`config.mk`:
```
export PLATFORM = sky130hd
export DESIGN_NAME = cpu_top
export DESIGN_NICKNAME = d
export VERILOG_FILES = /design/src/cpu_pkg.sv /design/src/cpu_top.sv /design/src/exu.sv /design/src/alu.sv /design/src/idu.sv /design/src/ifu.sv /design/src/gpr.sv
export SDC_FILE = /design/constraint.sdc
export NUM_CORES = 2
export LEC_CHECK = 0
export BUFFER_PORTS_ARGS = -buffer_cell sky130_fd_sc_hd__buf_4
export CORE_UTILIZATION = 54
export DETAILED_ROUTE_END_ITERATION = 7
export PLACE_DENSITY = 0.76
export REMOVE_ABC_BUFFERS = 1
export SYNTH_ARGS = -nofsm -noshare
export SYNTH_HDL_FRONTEND = slang
export SYNTH_SLANG_ARGS = --single-unit
export TNS_END_PERCENT = 100
```
`constraint.sdc`:
```
create_clock -name clk -period 5.2 [get_ports clk]
set_input_delay 0.26 -clock clk [delete_from_list [all_inputs] [get_ports clk]]
set_output_delay 0.26 -clock clk [all_outputs]
set_load 0.02 [all_outputs]
```
`src/cpu_pkg.sv`:
```
// shared widths, opcodes, operation codes and pipeline records of the RV32I core
// every unit of the core imports this package with a wildcard import
package cpu_pkg;

    localparam int XLEN       = 32;
    localparam int REG_ADDR_W = 5;

    localparam logic [XLEN-1:0] RESET_PC = 32'h0000_0000;

    // major opcodes of the supported subset
    localparam logic [6:0] OPC_OP     = 7'b0110011;
    localparam logic [6:0] OPC_OP_IMM = 7'b0010011;
    localparam logic [6:0] OPC_LUI    = 7'b0110111;
    localparam logic [6:0] OPC_BRANCH = 7'b1100011;
    localparam logic [6:0] OPC_JAL    = 7'b1101111;

    typedef enum logic [2:0] {
        ALU_ADD,
        ALU_SUB,
        ALU_AND,
        ALU_OR,
        ALU_XOR,
        ALU_PASS_B
    } alu_op_e;

    typedef enum logic [1:0] {
        BR_NONE,
        BR_EQ,
        BR_NE,
        BR_JAL
    } br_op_e;

    // fetch to decode
    typedef struct packed {
        logic            valid;
        logic [XLEN-1:0] pc;
        logic [XLEN-1:0] instr;
    } fetch_t;

    // decode to execute
    typedef struct packed {
        logic                  valid;
        logic [XLEN-1:0]       pc;
        logic [REG_ADDR_W-1:0] rs1;
        logic [REG_ADDR_W-1:0] rs2;
        logic [XLEN-1:0]       rs1_data;
        logic [XLEN-1:0]       rs2_data;
        logic [XLEN-1:0]       imm;
        logic                  b_is_imm;
        alu_op_e               alu_op;
        br_op_e                br_op;
        logic                  rd_we;
        logic [REG_ADDR_W-1:0] rd;
    } decode_t;

    // one retired instruction
    typedef struct packed {
        logic                  valid;
        logic [XLEN-1:0]       pc;
        logic                  rd_we;
        logic [REG_ADDR_W-1:0] rd;
        logic [XLEN-1:0]       data;
    } commit_t;

endpackage
```
`src/cpu_top.sv`:
```
// top of the three-stage RV32I core
// fetch port reads the instruction memory combinationally; each retired
// instruction shows on the commit port for one cycle
`timescale 1ns/1ps

module cpu_top import cpu_pkg::*; (
    input  logic            clk,
    input  logic            rst_i,
    output logic [XLEN-1:0] imem_addr_o,
    input  logic [XLEN-1:0] imem_data_i,
    output commit_t         commit_o
);

    fetch_t                fetch;
    decode_t               decode;
    logic [REG_ADDR_W-1:0] rs1_addr;
    logic [REG_ADDR_W-1:0] rs2_addr;
    logic [XLEN-1:0]       rs1_data;
    logic [XLEN-1:0]       rs2_data;
    logic                  redirect;
    logic [XLEN-1:0]       redirect_pc;

    ifu u_ifu (
        .clk          (clk),
        .rst_i        (rst_i),
        .redirect_i   (redirect),
        .redirect_pc_i(redirect_pc),
        .imem_addr_o  (imem_addr_o),
        .imem_data_i  (imem_data_i),
        .fetch_o      (fetch)
    );

    // redirect also squashes the instruction being decoded
    idu u_idu (
        .clk       (clk),
        .rst_i     (rst_i),
        .fetch_i   (fetch),
        .flush_i   (redirect),
        .rs1_o     (rs1_addr),
        .rs2_o     (rs2_addr),
        .rs1_data_i(rs1_data),
        .rs2_data_i(rs2_data),
        .decode_o  (decode)
    );

    // write-back straight from the commit register
    gpr u_gpr (
        .clk     (clk),
        .rst_i   (rst_i),
        .we_i    (commit_o.valid & commit_o.rd_we),
        .waddr_i (commit_o.rd),
        .wdata_i (commit_o.data),
        .raddr1_i(rs1_addr),
        .raddr2_i(rs2_addr),
        .rdata1_o(rs1_data),
        .rdata2_o(rs2_data)
    );

    exu u_exu (
        .clk          (clk),
        .rst_i        (rst_i),
        .decode_i     (decode),
        .commit_o     (commit_o),
        .redirect_o   (redirect),
        .redirect_pc_o(redirect_pc)
    );

endmodule

```
`src/exu.sv`:
```
// execute unit: forwarding, ALU, branch and jump resolution, commit register
// a taken branch or jal raises the redirect in the same cycle it is executed
`timescale 1ns/1ps

module exu import cpu_pkg::*; (
    input  logic            clk,
    input  logic            rst_i,
    input  decode_t         decode_i,
    output commit_t         commit_o,
    output logic            redirect_o,
    output logic [XLEN-1:0] redirect_pc_o
);

    commit_t         commit_q;
    logic            fwd_a;
    logic            fwd_b;
    logic [XLEN-1:0] op_a;
    logic [XLEN-1:0] rs2_val;
    logic [XLEN-1:0] op_b;
    logic [XLEN-1:0] alu_result;
    logic            equal;
    logic            taken;

    // previous instruction sits in the commit register
    // older results arrive through the register file write-through
    assign fwd_a = commit_q.valid && commit_q.rd_we && (decode_i.rs1 != '0)
                   && (commit_q.rd == decode_i.rs1);
    assign fwd_b = commit_q.valid && commit_q.rd_we && (decode_i.rs2 != '0)
                   && (commit_q.rd == decode_i.rs2);

    assign op_a    = fwd_a ? commit_q.data : decode_i.rs1_data;
    assign rs2_val = fwd_b ? commit_q.data : decode_i.rs2_data;
    assign op_b    = decode_i.b_is_imm ? decode_i.imm : rs2_val;

    alu u_alu (
        .op_a_i  (op_a),
        .op_b_i  (op_b),
        .alu_op_i(decode_i.alu_op),
        .result_o(alu_result),
        .equal_o (equal)
    );

    always_comb begin
        case (decode_i.br_op)
            BR_EQ:   taken = equal;
            BR_NE:   taken = !equal;
            BR_JAL:  taken = 1'b1;
            default: taken = 1'b0;
        endcase
    end

    assign redirect_o    = decode_i.valid && taken;
    assign redirect_pc_o = decode_i.pc + decode_i.imm;

    always_ff @(posedge clk) begin
        commit_q.pc   <= decode_i.pc;
        commit_q.rd   <= decode_i.rd;
        // jal links the return address
        commit_q.data <= (decode_i.br_op == BR_JAL) ? decode_i.pc + 32'd4 : alu_result;
        if (rst_i) begin
            commit_q.valid <= 1'b0;
            commit_q.rd_we <= 1'b0;
        end else begin
            commit_q.valid <= decode_i.valid;
            commit_q.rd_we <= decode_i.valid && decode_i.rd_we;
        end
    end

    assign commit_o = commit_q;

endmodule

```
`src/alu.sv`:
```
// combinational ALU for the integer subset
// also reports operand equality for the branch decision in execute
`timescale 1ns/1ps

module alu import cpu_pkg::*; (
    input  logic [XLEN-1:0] op_a_i,
    input  logic [XLEN-1:0] op_b_i,
    input  alu_op_e         alu_op_i,
    output logic [XLEN-1:0] result_o,
    output logic            equal_o
);

    always_comb begin
        case (alu_op_i)
            ALU_ADD:    result_o = op_a_i + op_b_i;
            ALU_SUB:    result_o = op_a_i - op_b_i;
            ALU_AND:    result_o = op_a_i & op_b_i;
            ALU_OR:     result_o = op_a_i | op_b_i;
            ALU_XOR:    result_o = op_a_i ^ op_b_i;
            // lui carries its value in operand b
            ALU_PASS_B: result_o = op_b_i;
            default:    result_o = '0;
        endcase
    end

    assign equal_o = (op_a_i == op_b_i);

endmodule

```
`src/idu.sv`:
```
// decode unit: splits the fetched word, reads the register file and
// registers the record for execute; unknown encodings become no-ops
`timescale 1ns/1ps

module idu import cpu_pkg::*; (
    input  logic                  clk,
    input  logic                  rst_i,
    input  fetch_t                fetch_i,
    input  logic                  flush_i,
    output logic [REG_ADDR_W-1:0] rs1_o,
    output logic [REG_ADDR_W-1:0] rs2_o,
    input  logic [XLEN-1:0]       rs1_data_i,
    input  logic [XLEN-1:0]       rs2_data_i,
    output decode_t               decode_o
);

    logic [6:0]            opcode;
    logic [2:0]            funct3;
    logic [6:0]            funct7;
    logic [REG_ADDR_W-1:0] rd;
    logic [XLEN-1:0]       imm_i;
    logic [XLEN-1:0]       imm_u;
    logic [XLEN-1:0]       imm_b;
    logic [XLEN-1:0]       imm_j;
    logic [XLEN-1:0]       imm;
    logic                  b_is_imm;
    alu_op_e               alu_op;
    br_op_e                br_op;
    logic                  writes_rd;
    decode_t               decode_q;

    assign opcode = fetch_i.instr[6:0];
    assign rd     = fetch_i.instr[11:7];
    assign funct3 = fetch_i.instr[14:12];
    assign rs1_o  = fetch_i.instr[19:15];
    assign rs2_o  = fetch_i.instr[24:20];
    assign funct7 = fetch_i.instr[31:25];

    assign imm_i = {{20{fetch_i.instr[31]}}, fetch_i.instr[31:20]};
    assign imm_u = {fetch_i.instr[31:12], 12'b0};
    assign imm_b = {{19{fetch_i.instr[31]}}, fetch_i.instr[31], fetch_i.instr[7],
                    fetch_i.instr[30:25], fetch_i.instr[11:8], 1'b0};
    assign imm_j = {{11{fetch_i.instr[31]}}, fetch_i.instr[31], fetch_i.instr[19:12],
                    fetch_i.instr[20], fetch_i.instr[30:21], 1'b0};

    always_comb begin
        imm       = '0;
        b_is_imm  = 1'b0;
        alu_op    = ALU_ADD;
        br_op     = BR_NONE;
        writes_rd = 1'b0;
        case (opcode)
            OPC_OP_IMM: begin
                // only addi in this subset
                if (funct3 == 3'b000) begin
                    imm       = imm_i;
                    b_is_imm  = 1'b1;
                    writes_rd = 1'b1;
                end
            end
            OPC_LUI: begin
                imm       = imm_u;
                b_is_imm  = 1'b1;
                alu_op    = ALU_PASS_B;
                writes_rd = 1'b1;
            end
            OPC_OP: begin
                writes_rd = 1'b1;
                case ({funct7, funct3})
                    10'b0000000_000: alu_op = ALU_ADD;
                    10'b0100000_000: alu_op = ALU_SUB;
                    10'b0000000_100: alu_op = ALU_XOR;
                    10'b0000000_110: alu_op = ALU_OR;
                    10'b0000000_111: alu_op = ALU_AND;
                    default:         writes_rd = 1'b0;
                endcase
            end
            OPC_BRANCH: begin
                imm = imm_b;
                if (funct3 == 3'b000) begin
                    br_op = BR_EQ;
                end else if (funct3 == 3'b001) begin
                    br_op = BR_NE;
                end
            end
            OPC_JAL: begin
                imm       = imm_j;
                br_op     = BR_JAL;
                writes_rd = 1'b1;
            end
            default: begin
                // no-op that still retires
            end
        endcase
    end

    always_ff @(posedge clk) begin
        decode_q.pc       <= fetch_i.pc;
        decode_q.rs1      <= rs1_o;
        decode_q.rs2      <= rs2_o;
        decode_q.rs1_data <= rs1_data_i;
        decode_q.rs2_data <= rs2_data_i;
        decode_q.imm      <= imm;
        decode_q.b_is_imm <= b_is_imm;
        decode_q.alu_op   <= alu_op;
        decode_q.br_op    <= br_op;
        // x0 destinations never show a write
        decode_q.rd_we    <= writes_rd && (rd != '0);
        decode_q.rd       <= (writes_rd && (rd != '0)) ? rd : '0;
        if (rst_i) begin
            decode_q.valid <= 1'b0;
        end else begin
            decode_q.valid <= fetch_i.valid && !flush_i;
        end
    end

    assign decode_o = decode_q;

endmodule

```
`src/ifu.sv`:
```
// fetch unit: program counter, instruction memory address and fetch register
// a redirect from execute loads the target and drops the word fetched in that cycle
`timescale 1ns/1ps

module ifu import cpu_pkg::*; (
    input  logic            clk,
    input  logic            rst_i,
    input  logic            redirect_i,
    input  logic [XLEN-1:0] redirect_pc_i,
    output logic [XLEN-1:0] imem_addr_o,
    input  logic [XLEN-1:0] imem_data_i,
    output fetch_t          fetch_o
);

    logic [XLEN-1:0] pc_q;
    logic [XLEN-1:0] pc_next;
    fetch_t          fetch_q;

    assign pc_next = redirect_i ? redirect_pc_i : pc_q + 32'd4;

    always_ff @(posedge clk) begin
        if (rst_i) begin
            pc_q <= RESET_PC;
        end else begin
            pc_q <= pc_next;
        end
    end

    // memory answers in the same cycle, so the word is captured with its pc
    always_ff @(posedge clk) begin
        fetch_q.pc    <= pc_q;
        fetch_q.instr <= imem_data_i;
        if (rst_i) begin
            fetch_q.valid <= 1'b0;
        end else begin
            // word at the old path is squashed
            fetch_q.valid <= !redirect_i;
        end
    end

    assign imem_addr_o = pc_q;
    assign fetch_o     = fetch_q;

endmodule

```
`src/gpr.sv`:
```
// integer register file with two read ports and one write port
// x0 reads as zero; a read of the index being written returns the write data
`timescale 1ns/1ps

module gpr import cpu_pkg::*; (
    input  logic                  clk,
    input  logic                  rst_i,
    input  logic                  we_i,
    input  logic [REG_ADDR_W-1:0] waddr_i,
    input  logic [XLEN-1:0]       wdata_i,
    input  logic [REG_ADDR_W-1:0] raddr1_i,
    input  logic [REG_ADDR_W-1:0] raddr2_i,
    output logic [XLEN-1:0]       rdata1_o,
    output logic [XLEN-1:0]       rdata2_o
);

    // storage for x1 to x31 only
    logic [XLEN-1:0] regs_q [1:31];

    function automatic logic [XLEN-1:0] read_port(input logic [REG_ADDR_W-1:0] raddr);
        logic [XLEN-1:0] value;
        if (raddr == '0) begin
            value = '0;
        end else if (we_i && (waddr_i == raddr)) begin
            // write-through so the retiring result is seen in the same cycle
            value = wdata_i;
        end else begin
            value = regs_q[raddr];
        end
        return value;
    endfunction

    always_ff @(posedge clk) begin
        if (rst_i) begin
            for (int i = 1; i < 32; i++) begin
                regs_q[i] <= '0;
            end
        end else if (we_i && (waddr_i != '0)) begin
            regs_q[waddr_i] <= wdata_i;
        end
    end

    // reevaluated on the write port and the storage as well as the read index
    always_comb begin
        rdata1_o = read_port(raddr1_i);
        rdata2_o = read_port(raddr2_i);
    end

endmodule

```
**Word-level counts from Yosys, hierarchy flattened**

Memory sizes are Yosys's and may differ from the RTL's. A register that Yosys moved wholly into a read port is not among the register bits.
Index checks and enable logic that the tools add are counted.

- Eq/ne operators: 23
- Shift operators: 0
- Add/subtract/negate cells: 5
- Divide/modulo/power cells: 0
- Order comparisons: 0
- Multipliers: 0
- Bitwise logic cells: 4
- Muxes and demuxes: 28
- Reductions and logical operators: 26

Operators with widths:

| operator | count |
|---|---|
| $mux 32 | 9 |
| $pmux 32 s6 | 1 |
| $pmux 32 s4 | 1 |
| $add 32x3->32 const B | 2 |
| $add 32x32->32 | 2 |
| $and 32x32->32 | 1 |
| $eq 32x32->1 | 1 |
| $or 32x32->32 | 1 |
| $reduce_or 32->1 | 1 |
| $sub 32x32->32 | 1 |
| $xor 32x32->32 | 1 |
| $eq 10x3->1 const B | 3 |
| $eq 5x5->1 | 4 |
| $reduce_bool 5->1 | 4 |
| $eq 7x6->1 const B | 2 |
| $eq 7x7->1 const B | 2 |
| $logic_and 1x1->1 | 12 |
| $pmux 3 s4 | 1 |
| $eq 10x9->1 const B | 1 |
| $logic_not 10->1 | 1 |
| $logic_not 5->1 | 2 |
| $mux 1 | 8 |
| $eq 7x5->1 const B | 1 |
| $eq 3x1->1 const B | 2 |
| other kinds (15) | 22 |

- Output and inout port bits: 103
- Latch bits: 0
- Word-level logic and storage cells: 108
- Bits in read-only memories: 0
- Memories kept: 1
- Bits in writable memories: 992
- Flip-flop bits (word level): 319

Memories:

| name | words | bits a word | rd ports | clocked after memory_dff | write ports | line | RTL |
|---|---|---|---|---|---|---|---|
| u_gpr.regs_q | 31 | 32 | 2 | 2 | 31 | gpr.sv:18 | `logic [XLEN-1:0] regs_q [1:31];` |

**Depth between registers and ports, before layout**

- Word-level depth: 11
- Depth in mapped cells: 21
- Mapped depth without buffers: 17

**Hierarchy**

From an unflattened synthesis, not the netlist that was laid out.

- Cells, all modules: 5794
- Area total of the unflattened synthesis: 72543.3 um^2

Modules (own cells, without submodules):

| module | times used | sequential area each (um^2) | area each (um^2) | cells an instance |
|---|---|---|---|---|
| gpr | 1 | 30749.5 | 55055.3 | 3801 |
| alu | 1 | 0.0 | 5413.9 | 840 |
| exu | 1 | 1421.4 | 5238.8 | 626 |
| idu | 1 | 3022.9 | 3712.3 | 248 |
| ifu | 1 | 1941.9 | 3116.7 | 278 |
| cpu_top | 1 | 0.0 | 6.3 | 1 |

**Worst setup path after synthesis**

Ideal clock, no wire load.

- Path type: reg-to-reg
- Start: reg u_exu.commit_q, in the netlist u_exu.commit_o[34]
- End: reg u_exu.commit_q, in the netlist u_exu.commit_o[28]
- Stages on the path, launching flop included: 18
- Data arrival time: 4.613 ns
- Clock period less this slack: 4.747 ns
- Setup slack: 0.453 ns
- Cell sequence: dfxtp_1 -> or3_1 -> o31ai_1 -> nor4_1 -> nand3_1 -> buf_1 -> mux2_2 -> ha_1 -> fa_1 -> a21o_1 -> a221oi_1 -> or2_2 -> o211ai_2 -> o31ai_2 -> o21ai_0 -> xnor2_1 -> a221oi_1 -> o22ai_1

- Cells in the longest elaborated chain, start to end: 7
- Elaborated cells on any way between the ends: 14
- Classes of those cells: add/sub (2); eq/ne (2); mux (5); bitwise (3); reduce/logical (2)

RTL lines:

| what | line | RTL |
|---|---|---|
| from (decl) | exu.sv:14 | `commit_t commit_q;` |
| $eq 5x5->1 | exu.sv:29 | `&& (commit_q.rd == decode_i.rs2);` |
| $logic_and 1x1->1 | exu.sv:29 |  |
| $mux 32 | exu.sv:32 | `assign rs2_val = fwd_b ? commit_q.data : decode_i.rs2_data;` |
| $mux 32 | exu.sv:33 | `assign op_b = decode_i.b_is_imm ? decode_i.imm : rs2_val;` |
| $sub 32x32->32, or another cell as far along | alu.sv:16 | `ALU_SUB: result_o = op_a_i - op_b_i;` |
| $pmux 32 s6 (*) | alu.sv:14 | `case (alu_op_i)` |
| $mux 32 (*) | exu.sv:59 | `commit_q.data <= (decode_i.br_op == BR_JAL) ? decode_i.pc + 32'd4 : alu_result;` |

Every way passes the cells marked *; elsewhere a longest branch is shown, timed or not.
A chain may end at the register's enable or synchronous reset.

**Worst setup path in the final report**

- Start: reg u_exu.commit_q, in the netlist u_exu.commit_o[37]
- End: reg u_exu.commit_q, in the netlist u_exu.commit_o[29]

- Cells in the longest elaborated chain, start to end: 8
- Elaborated cells on any way between the ends: 15
- Classes of those cells: add/sub (2); mux (5); bitwise (3); reduce/logical (5)

RTL lines:

| what | line | RTL |
|---|---|---|
| $logic_and 1x1->1 (*) | exu.sv:26, exu.sv:28 |  |
| $logic_and 1x1->1 | exu.sv:28 | `assign fwd_b = commit_q.valid && commit_q.rd_we && (decode_i.rs2 != '0)` |
| $logic_and 1x1->1 | exu.sv:29 |  |
| $mux 32 | exu.sv:32 |  |
| $mux 32 | exu.sv:33 |  |
| $sub 32x32->32, or another cell as far along | alu.sv:16 |  |
| $pmux 32 s6 (*) | alu.sv:14 |  |
| $mux 32 (*) | exu.sv:59 |  |

Marked as above.

==> impl_metrics.py <==
metrics = {
    "routing": {
        "route.vias.total": 52000,
        "routed_wl_um": 244000,
        "drt_pass1_iterations": 6,
        "vias_per_cell": 6.77,
        "wire_per_inst_um": 31.8,
        "drc": 0,
        "antenna_left": 0,
        "drt-initial-drc-count": 7453,
    },
    "sta": {
        "finalHoldViolCount": 0,
        "timing.fmax_ghz": 0.200,
        "fin_crit_ps": 5000,
        "slew_headroom_pct": 8.88,
        "setup-violations-final": 0,
        "fin_crit_sh_pct": 96.1,
        "slew_viol_final": 0,
        "tightest_slew_ps": 1360,
        "skew_ps": 62.5,
        "fin_setup_tns_ps": 0,
    },
    "logic_synthesis": {
        "ys_ff_latch": 1343,
        "ys_async_sr_fraction_pct": 0,
        "syn_avg_cell_area_um2": 12.6,
        "synth-main-ff-cell": "edfxtp_1",
        "synth.most_common_cell": "edfxtp_1",
        "synthCells": 5728,
        "yosysSeqAreaShare_pct": 51.4,
        "ys_warn_count": 0,
        "synth.area.top_cells": "edfxtp_1 43%, mux4_2 14%, dfxtp_1 8.8%",
        "synth_top_area_cell": "edfxtp_1",
        "synth_cell_types": 83,
        "synth_top_area_share_pct": 42.5,
        "synth_area_um2": 72300,
        "synth_commonest_cells": "1024 x edfxtp_1, 1010 x and2_1, 448 x mux4_2",
        "synth_edf_count": 1024,
    },
    "grt": {
        "grt.overflow.total": 0,
        "grt_pass1_vias": 51700,
        "grt_util_all_layers_pct": 35.6,
        "grt_pass1_wl_um": 350000,
        "grt_max_degree": 77,
        "antenna_found_initial": 16,
    },
    "pwr": {
        "ir_drop_v": 0.000301,
        "p_per_area_nw_per_um2": 357,
        "p_leak_nw": 30.8,
    },
    "clock_network": {
        "ctsLongestPathBuffers": 3,
        "post_cts_buffers": 0,
        "cts_buffers": 144,
        "htree_levels": 4,
        "clkTransAtPathRegs_ps": 60,
        "clkLatencyLatePin_ps": 830,
        "cts.sinks": 1343,
        "root_buffer": "clkbuf_16",
        "cts_tree": "built",
    },
    "layout": {
        "fin_area_um2": 80900,
        "fill_cells": 10100,
        "layout-drive-gt1-share_pct": 20.8,
        "areaGrowthSynthToFinish_pct": 11.9,
        "nNetsFinal": 5975,
    },
    "floorplanning": {
        "start_util_pct": 54.7,
        "io-pin-count": 137,
        "die_h_um": 368,
        "fp.dieW_um": 368,
        "dieArea_um2": 135000,
        "rows": 133,
        "core_area_um2": 132000,
    },
    "place": {
        "dp_hpwl_um": 154000,
        "place_congestion": 1.00,
        "port_buffers": 136,
        "place_area_um2": 75900,
    },
    "setup_path": {
        "startpoint_type": "flop",
        "end_kind": "flop",
        "worstReg2RegStart": "u_exu.commit_o[37]$_SDFF_PP0_",
        "critPathLaunch": "u_exu.commit_o[37]$_SDFF_PP0_",
        "crit_fanout": 13,
        "cp.required_ps": 5860,
        "worstSetupPathType": "flop to flop",
        "arrival_ps": 5660,
    },
    "job": {
        "cap_violations": 0,
    },
    "worst_hold_path": {
        "hold_class": "primary input to flop",
        "min-delay-start": "imem_data_i[21]",
    },
    "run_status": {
        "status": "completed",
    },
}
cell families after synthesis:
family,after synthesis,synth area share [%]
simple gates,1737,13.4
flops,1343,51.4
compound gates,960,8.74
mux,812,19.2
buf+inv,609,3.30
fa+ha+maj,140,2.45
xor+xnor,126,1.53
other cells,1,0.00519
power by group:
part	total, W	leakage (nW)	internal (W)	switching, W
Clock	0.0102	2.21	0.00567	0.00449
Sequential	0.0126	13.2	0.0121	0.000452
Combinational	0.00612	15.4	0.00206	0.00406
routing by layer:
metal / share of wire, % / track usage [%]
met5: 0.094 / 0.962
met4: 4.7 / 16.2
met3: 12 / 9.00
met2: 47 / 56.5
met1: 36 / 46.0
registers in the layout, summed over array words and instances, names as in the netlist:
| signal | count |
|---|---|
| u_gpr.regs_q | 1024 |
| u_idu.decode_o | 151 |
| u_exu.commit_o | 71 |
| u_ifu.fetch_o | 65 |
| u_ifu.imem_addr_o | 32 |
stage by stage:
| stage | hold slack (ps) | utilization (%) | power, W | setup WS, ps | instances |
|---|---|---|---|---|---|
| after floorplan | 288 | - | 0.0163 | -13660 | 5253 |
| after global placement | 310 | 57.5 | 0.0186 | 124 | 7378 |
| after detailed placement | 312 | 57.5 | 0.0187 | 13.3 | 7378 |
| after CTS | 66.7 | 61.2 | 0.0287 | 2.34 | 7671 |
| after global routing | 89.2 | 61.2 | 0.0296 | -7.80 | 7671 |
| final | 99.4 | 61.2 | 0.0288 | 203 | 7676 |
final timing paths:
kind,endpoint,slack [ps],cells past startpoint
min,u_ifu.fetch_o[21]$_DFF_P_,100,2
max reg2reg,u_exu.commit_o[29]$_DFF_P_,200,17
max,u_exu.commit_o[29]$_DFF_P_,200,17
min reg2reg,u_idu.decode_o[146]$_DFF_P_,320,0
worst max-delay path: stages (launching register included):
cell and delay, ps:
dfxtp_1 330, and2_1 290, o31ai_1 160, nor4_2 480, nand3_4 340, buf_4 260, mux2i_1 280, inv_1 150
ha_1 400, a21o_1 230, and4_1 240, o2111ai_1 200, nand3_1 290, a21o_1 320, a221o_1 370, a21oi_1 190
xor2_1 170, o221ai_1 130
cells in the final DEF (no fill, tap or decap), types with 24 or more instances in the layout:
cell type      synthesis  final
a211oi_1              80     80
a21o_1                45     45
a21oi_1              241    241
a221oi_1              77     77
a22oi_1               68     68
and2_1              1010   1010
buf_4                  2    349
clkbuf_1             398     46
clkbuf_16              0    146
conb_1                 1     32
dfxtp_1              319    306
dlygate4sd3_1          0     32
edfxtp_1            1024   1024
ha_1                 137    137
inv_1                102    102
mux2_2                98     98
mux2i_1              265    265
mux4_2               448    448
nand2_1              163    163
nand3_1               51     48
nand4_1               25     25
nor2_1               287    252
nor2_4                 0     29
nor2b_1               25     24
nor3_1                32     32
o211ai_1              79     79
o21ai_0              181    181
o22ai_1               29     29
or2_2                 38     38
xnor2_1               63     63
xor2_1                63     63
timing repair:
item / 4_1_cts / 5_1_grt
hold buffers: 32 / 0
endpoints found under the setup margin: 0 / 27
resized for setup: 0 / 4
hold endpoints to repair: 32 / 0
layout make-up:
type / instances / area, um2 / area share, %
Clock inverter: 62 / 661 / 0.817
Tap cell: 1755 / 2200 / 2.72
Sequential cell: 1343 / 37200 / 46.0
Inverter: 103 / 387 / 0.478
Multi-Input combinational cell: 3807 / 33200 / 41.0
Timing Repair Buffer: 402 / 3360 / 4.16
Antenna cell: 5 / 12.5 / 0.0155
Clock buffer: 199 / 3920 / 4.84
No activity file was read; power rests on OpenSTA's default activity.
